## config.mk

```make
export PLATFORM = sky130hd
export DESIGN_NAME = rob_top
export DESIGN_NICKNAME = d
export VERILOG_FILES = /design/src/source/rob_pkg.sv /design/src/source/cdb_if.sv /design/src/source/rob_head_if.sv /design/src/source/rob_ptr_ctrl.sv /design/src/source/rob_entry_file.sv /design/src/source/rob_commit_fsm.sv /design/src/source/rob_top.sv
export SDC_FILE = /design/constraint.sdc
export NUM_CORES = 1
export LEC_CHECK = 0
export ABC_AREA = 1
export BUFFER_PORTS_ARGS = -buffer_cell sky130_fd_sc_hd__buf_4
export CORE_ASPECT_RATIO = 0.7
export CORE_UTILIZATION = 55
export CTS_CLUSTER_DIAMETER = 60
export DETAILED_ROUTE_END_ITERATION = 12
export MAX_ROUTING_LAYER = met4
export PLACE_DENSITY = 0.71
export SYNTH_ARGS = -nofsm -noshare
export SYNTH_HDL_FRONTEND = slang
export SYNTH_SLANG_ARGS = --single-unit
```

## constraint.sdc

```tcl
create_clock -name clk -period 12.2 [get_ports clk]
set_input_delay 1.83 -clock clk [delete_from_list [all_inputs] [get_ports clk]]
set_output_delay 1.83 -clock clk [all_outputs]
set_load 0.005 [all_outputs]
```

## src/source/rob_pkg.sv

```systemverilog
package rob_pkg;

    // architectural register number
    localparam int reg_name_w = 5;

    // result and address widths of the core
    localparam int data_w = 32;
    localparam int addr_w = 32;

    typedef logic [reg_name_w-1:0] reg_name_t;
    typedef logic [data_w-1:0]     data_t;
    typedef logic [addr_w-1:0]     addr_t;

    // commit controller states
    //   run           normal in-order retirement
    //   store_release head store handed to the store buffer
    //   store_wait    waiting for the store buffer to finish
    typedef enum logic [1:0] {
        run           = 2'd0,
        store_release = 2'd1,
        store_wait    = 2'd2
    } commit_state_t;

endpackage

```

## src/source/cdb_if.sv

```systemverilog
`timescale 1ns/1ps

interface cdb_if #(
    parameter  int rob_depth = 8,
    localparam int tag_w     = $clog2(rob_depth)
);

    logic             valid;
    logic [tag_w-1:0] tag;
    rob_pkg::data_t   data;
    logic             taken;
    rob_pkg::addr_t   jump_pc;

    // execution side puts a result on the bus
    modport source (
        output valid, tag, data, taken, jump_pc
    );

    // reorder buffer picks it up by tag
    modport buffer (
        input valid, tag, data, taken, jump_pc
    );

endinterface

```

## src/source/rob_head_if.sv

```systemverilog
`timescale 1ns/1ps

interface rob_head_if;

    // status of the oldest entry
    logic               valid;
    logic               done;
    logic               is_store;
    logic               mispredict;

    // payload needed at retirement
    rob_pkg::reg_name_t reg_name;
    rob_pkg::data_t     data;
    rob_pkg::addr_t     jump_pc;

    modport source (
        output valid, done, is_store, mispredict,
        output reg_name, data, jump_pc
    );

    modport sink (
        input valid, done, is_store, mispredict,
        input reg_name, data, jump_pc
    );

endinterface

```

## src/source/rob_ptr_ctrl.sv

```systemverilog
`timescale 1ns/1ps

module rob_ptr_ctrl #(
    parameter  int rob_depth = 8,
    localparam int tag_w     = $clog2(rob_depth)
) (
    input  logic             clk,
    input  logic             rst,
    input  logic             alloc,
    input  logic             retire,
    input  logic             flush,
    output logic [tag_w-1:0] head,
    output logic [tag_w-1:0] tail,
    output logic             full,
    output logic             empty
);

    // count needs one extra bit to hold rob_depth itself
    logic [tag_w:0] count;
    logic           alloc_ok;

    // no back-pressure, so an alloc while full just drops
    assign alloc_ok = alloc && !full;

    always_ff @(posedge clk) begin
        if (rst || flush) begin
            head  <= '0;
            tail  <= '0;
            count <= '0;
        end else begin
            // pointers wrap on their own since depth is a power of two
            if (alloc_ok) begin
                tail <= tail + 1'b1;
            end
            if (retire) begin
                head <= head + 1'b1;
            end
            case ({alloc_ok, retire})
                2'b10: begin
                    count <= count + 1'b1;
                end
                2'b01: begin
                    count <= count - 1'b1;
                end
                default: begin
                    count <= count;
                end
            endcase
        end
    end

    assign full  = (count == rob_depth[tag_w:0]);
    assign empty = (count == '0);

endmodule

```

## src/source/rob_entry_file.sv

```systemverilog
`timescale 1ns/1ps

module rob_entry_file #(
    parameter  int rob_depth = 8,
    localparam int tag_w     = $clog2(rob_depth)
) (
    input  logic               clk,
    input  logic               rst,
    input  logic               alloc,
    input  rob_pkg::reg_name_t alloc_reg,
    input  logic               alloc_is_store,
    input  logic               alloc_pred_taken,
    input  logic [tag_w-1:0]   tail,
    input  logic [tag_w-1:0]   head,
    input  logic               full,
    input  logic               retire,
    input  logic               flush,
    cdb_if.buffer              cdb,
    rob_head_if.source         hd
);

    // control bits per entry
    logic [rob_depth-1:0] valid;
    logic [rob_depth-1:0] done;

    // payload per entry
    logic [rob_depth-1:0] is_store;
    logic [rob_depth-1:0] pred_taken;
    logic [rob_depth-1:0] act_taken;
    rob_pkg::reg_name_t   reg_name [rob_depth];
    rob_pkg::data_t       data     [rob_depth];
    rob_pkg::addr_t       jump_pc  [rob_depth];

    logic                 alloc_ok;

    assign alloc_ok = alloc && !full;

    always_ff @(posedge clk) begin
        if (rst || flush) begin
            valid <= '0;
            done  <= '0;
        end else begin
            if (retire) begin
                valid[head] <= 1'b0;
                done[head]  <= 1'b0;
            end
            // tail never equals head here unless the buffer is empty
            if (alloc_ok) begin
                valid[tail] <= 1'b1;
                done[tail]  <= 1'b0;
            end
            if (cdb.valid) begin
                done[cdb.tag] <= 1'b1;
            end
        end
    end

    always_ff @(posedge clk) begin
        if (alloc_ok) begin
            is_store[tail]   <= alloc_is_store;
            pred_taken[tail] <= alloc_pred_taken;
            reg_name[tail]   <= alloc_reg;
        end
        if (cdb.valid) begin
            data[cdb.tag]      <= cdb.data;
            act_taken[cdb.tag] <= cdb.taken;
            jump_pc[cdb.tag]   <= cdb.jump_pc;
        end
    end

    // head readout
    assign hd.valid    = valid[head];
    assign hd.done     = done[head];
    assign hd.is_store = is_store[head];
    assign hd.reg_name = reg_name[head];
    assign hd.data     = data[head];
    assign hd.jump_pc  = jump_pc[head];

    // only meaningful once the branch has resolved
    assign hd.mispredict = valid[head] && done[head] &&
                           (pred_taken[head] != act_taken[head]);

endmodule

```

## src/source/rob_commit_fsm.sv

```systemverilog
`timescale 1ns/1ps

module rob_commit_fsm (
    input  logic               clk,
    input  logic               rst,
    rob_head_if.sink           hd,
    input  logic               store_done,
    output logic               retire,
    output logic               commit_valid,
    output rob_pkg::reg_name_t commit_reg,
    output rob_pkg::data_t     commit_data,
    output logic               flush,
    output rob_pkg::addr_t     flush_pc,
    output logic               store_release
);

    rob_pkg::commit_state_t state;
    rob_pkg::commit_state_t state_next;

    always_ff @(posedge clk) begin
        if (rst) begin
            state <= rob_pkg::run;
        end else begin
            state <= state_next;
        end
    end

    always_comb begin
        state_next    = state;
        retire        = 1'b0;
        commit_valid  = 1'b0;
        flush         = 1'b0;
        store_release = 1'b0;
        case (state)
            rob_pkg::run: begin
                if (hd.valid) begin
                    // stores skip completion and go to the store buffer
                    if (hd.is_store) begin
                        state_next = rob_pkg::store_release;
                    end else if (hd.done) begin
                        retire       = 1'b1;
                        commit_valid = 1'b1;
                        flush        = hd.mispredict;
                    end
                end
            end
            rob_pkg::store_release: begin
                store_release = 1'b1;
                state_next    = rob_pkg::store_wait;
            end
            rob_pkg::store_wait: begin
                // store leaves without a register write
                if (store_done) begin
                    retire     = 1'b1;
                    state_next = rob_pkg::run;
                end
            end
            default: begin
                state_next = rob_pkg::run;
            end
        endcase
    end

    // payload straight from the head entry
    assign commit_reg  = hd.reg_name;
    assign commit_data = hd.data;
    assign flush_pc    = hd.jump_pc;

endmodule

```

## src/source/rob_top.sv

```systemverilog
`timescale 1ns/1ps

module rob_top #(
    parameter  int rob_depth = 8,
    localparam int tag_w     = $clog2(rob_depth)
) (
    input  logic               clk,
    input  logic               rst,
    // dispatch
    input  logic               alloc,
    input  rob_pkg::reg_name_t alloc_reg,
    input  logic               alloc_is_store,
    input  logic               alloc_pred_taken,
    output logic [tag_w-1:0]   alloc_tag,
    output logic               full,
    // completion bus
    input  logic               cdb_valid,
    input  logic [tag_w-1:0]   cdb_tag,
    input  rob_pkg::data_t     cdb_data,
    input  logic               cdb_taken,
    input  rob_pkg::addr_t     cdb_jump_pc,
    // retirement
    output logic               commit_valid,
    output logic [tag_w-1:0]   commit_tag,
    output rob_pkg::reg_name_t commit_reg,
    output rob_pkg::data_t     commit_data,
    output logic               flush,
    output rob_pkg::addr_t     flush_pc,
    output logic               store_release,
    output logic [tag_w-1:0]   store_tag,
    input  logic               store_done
);

    logic [tag_w-1:0] head;
    logic [tag_w-1:0] tail;
    logic             retire;

    cdb_if #(.rob_depth(rob_depth)) cdb ();
    rob_head_if                     hd ();

    assign cdb.valid   = cdb_valid;
    assign cdb.tag     = cdb_tag;
    assign cdb.data    = cdb_data;
    assign cdb.taken   = cdb_taken;
    assign cdb.jump_pc = cdb_jump_pc;

    // tags come straight from the pointers
    assign alloc_tag  = tail;
    assign commit_tag = head;
    assign store_tag  = head;

    rob_ptr_ctrl #(.rob_depth(rob_depth)) u_ptr (
        .clk    (clk),
        .rst    (rst),
        .alloc  (alloc),
        .retire (retire),
        .flush  (flush),
        .head   (head),
        .tail   (tail),
        .full   (full),
        .empty  ()
    );

    rob_entry_file #(.rob_depth(rob_depth)) u_entries (
        .clk              (clk),
        .rst              (rst),
        .alloc            (alloc),
        .alloc_reg        (alloc_reg),
        .alloc_is_store   (alloc_is_store),
        .alloc_pred_taken (alloc_pred_taken),
        .tail             (tail),
        .head             (head),
        .full             (full),
        .retire           (retire),
        .flush            (flush),
        .cdb              (cdb.buffer),
        .hd               (hd.source)
    );

    rob_commit_fsm u_commit (
        .clk           (clk),
        .rst           (rst),
        .hd            (hd.sink),
        .store_done    (store_done),
        .retire        (retire),
        .commit_valid  (commit_valid),
        .commit_reg    (commit_reg),
        .commit_data   (commit_data),
        .flush         (flush),
        .flush_pc      (flush_pc),
        .store_release (store_release)
    );

endmodule

```

==> out/metrics.cfg <==
[outcome]
status = completed

[yosys]
synth_area_per_cell_um2 = 12.33
synth_cells = 1933
synth_area_leaders = edfxtp_1 (73%), nor2_1 (8.2%), o21ai_0 (5.9%)
yosys.area.top_type = edfxtp_1
synth_edf_count = 576
yosysTopAreaCellShare_pct = 72.55
ys.flop_type = edfxtp_1
seq_area_frac_synth_pct = 75.15
synth.distinct_cells = 29
ys_seq_elements = 607
ys_warn_count = 0
synthArstFlopShare_pct = 0
syn_area_mm2 = 0.02384
syn_nets = 2018

[placed_design]
hpwlAfterDp_um = 27390
place_inst = 2547
place_ws_ns = 6.900
gp_congestion = 0.8015
place.port_buffers = 161

[grt]
grt_util_all_layers_pct = 24.08
grt_max_degree = 158
overflow = 0
grt_pass1_vias = 14340
grt_pass1_wl_um = 79880
grt_antenna_before_repair = 1

[flow_run]
max_cap_violations = 0

[sta]
finalSetupViolCount = 0
relSlewSlack_pct = 19.95
worst_slew_pin_slew_ns = 1.198
setup_slack_ns = 6.224
fin_hold_ws_ns = 0.4633
rsz0062_at_grt = false
fmax_ghz = 0.1673
setup_tns_ns = 0
fin_crit_ns = 5.976
finalMaxSlewViolations = 0
finalCritPeriodShare_pct = 48.98
fin_skew_ns = 0.008585
finalHoldViolCount = 0

[setup_path]
cp_max_fo = 157
path_class = reg -> out
cp-start-kind = flip-flop
r2r_cells = 16
cp.arrival_ns = 4.15
crit_required_ns = 10.37
cp-end-kind = output port

[routing]
vias = 15010
routedWlPerCell_um = 19.73
vias_per_cell = 5.675
drt.antenna.violating_nets = 0
wirelength_um = 52180
dr.pass1.iters = 5
drt_iter0_drc = 1440
drc_errors = 0

[clock_tree]
cts_tree = built
clock_sinks = 607
tritoncts.num_buffers = 54
cts_hold_buf = 0
postCtsSetupRepairBufs = 0
cts_resized = 0
cts-root-buf = clkbuf_16
clk_pin_slew_ns = 0.06
htree_levels = 2
cts_buffer_depth = 3
clk-insertion-delay-late_ns = 0.58

[min_path]
hold_depth = 2
hp-class = reg -> reg

[power]
p_leak_nw = 9.518
p_per_area_mw_per_mm2 = 152.0
total_power_mw = 4.112
ir_drop_mv = 0.1213

[die]
die_w_um = 250.9
fp.dieH_um = 176.2
coreArea_mm2 = 0.04257
die_area_mm2 = 0.04420
start_util_pct = 56.01
top_level_ports = 162
rows = 63

[final_layout]
area_delta_synth_final_pct = 13.43
drive_gt1_share_pct = 12.67
multiInputGateArea_mm2 = 0.005226
stdcell_count = 2645
fillers = 3260
ff_latch_area_mm2 = 0.01792
fin_nets = 2136
final_cell_mix = edfxtp_1 (576), nor2_1 (515), o21ai_0 (279)
layout_commonest_cell = edfxtp_1

synth_stat cells, types with 2 or more instances:
master / number
edfxtp_1: 576
nand3_1: 14
nand2_1: 135
o22ai_1: 69
buf_6: 4
xor2_1: 5
buf_1: 7
nand4_1: 9
o21ai_0: 279
inv_1: 61
buf_2: 17
buf_4: 6
inv_2: 2
a31oi_1: 69
nor3_1: 3
clkbuf_1: 84
a21oi_1: 25
nor2_1: 523
ha_1: 5
dfxtp_1: 31
path summary, 6_finish.rpt:
| check | startpoint | endpoint | slack, ns |
|---|---|---|---|
| worst min register to register | u_entries.valid[5] | u_entries.valid[5] | 0.46 |
| worst max-delay path | flip-flop | flush_pc[2] | 6.22 |
| worst min-delay path | u_entries.valid[5] | u_entries.valid[5] | 0.46 |
| worst max register to register | u_ptr.head[2] | u_ptr.count[3] | 8.72 |
state kept, by name (all words and copies together) (netlist names), named ones only:
name / flops
u_entries.reg_name: 40
u_ptr.tail: 3
u_entries.is_store: 8
u_entries.jump_pc: 256
u_entries.data: 256
u_entries.done: 8
u_entries.pred_taken: 8
u_entries.act_taken: 8
u_entries.valid: 8
u_commit.state: 2
u_ptr.count: 4
u_ptr.head: 3
metrics by stage:
| stage | utilization (%) | instance area [um^2] |
|---|---|---|
| finish | 63.53 | 27040 |
| global route | 63.53 | 27040 |
| CTS | 63.53 | 27040 |
| detailed placement | 59.78 | 25450 |
| global placement | 59.78 | 25450 |
| floorplan | - | 23840 |
cell type report:
type	instances	area share, %
clock buffer	77	5.469
multi-input combinational	1144	19.33
inverter	63	0.9114
tap	552	2.554
antenna	1	0.009253
timing repair buffer	181	5.025
sequential	607	66.28
clock inverter	20	0.4256
power by group:
part	switching (mW)	leakage, nW	total (mW)	internal, mW
Combinational	0.116	3.26	0.179	0.0633
Clock	0.707	0.771	1.57	0.859
Sequential	0.0190	5.49	2.37	2.35
metal layers:
layer  GRT usage [%]  vias up  part of all wire (%)
met5               -        -                     0
met4           5.564        0                   2.0
met3           3.892       71                   6.5
met2           38.31      483                    48
met1           33.01     7328                    44
li1                -     7128                     -
kinds of logic (layout without fill, tap and decap cells):
group	Yosys count	in the layout	share of synthesized area [%]
buffers and inverters	182	341	3.180
adder cells (fa/ha/maj)	5	5	0.2624
other	0	1	0
AO/OA/AOI/OAI	444	444	10.08
flip-flops	607	607	75.15
XOR/XNOR	6	6	0.2204
AND/OR/NAND/NOR	689	689	11.10
critical path, cell delays in order, from the launching register on:
cell     delay [ns]
dfxtp_4        0.60
inv_6          0.81
buf_4          0.99
o21ai_0        0.17
o22ai_1        0.17
nor2_1         0.05
a31oi_1        0.32
buf_4          0.18
Note: power is estimated with default switching activity, not from simulation.
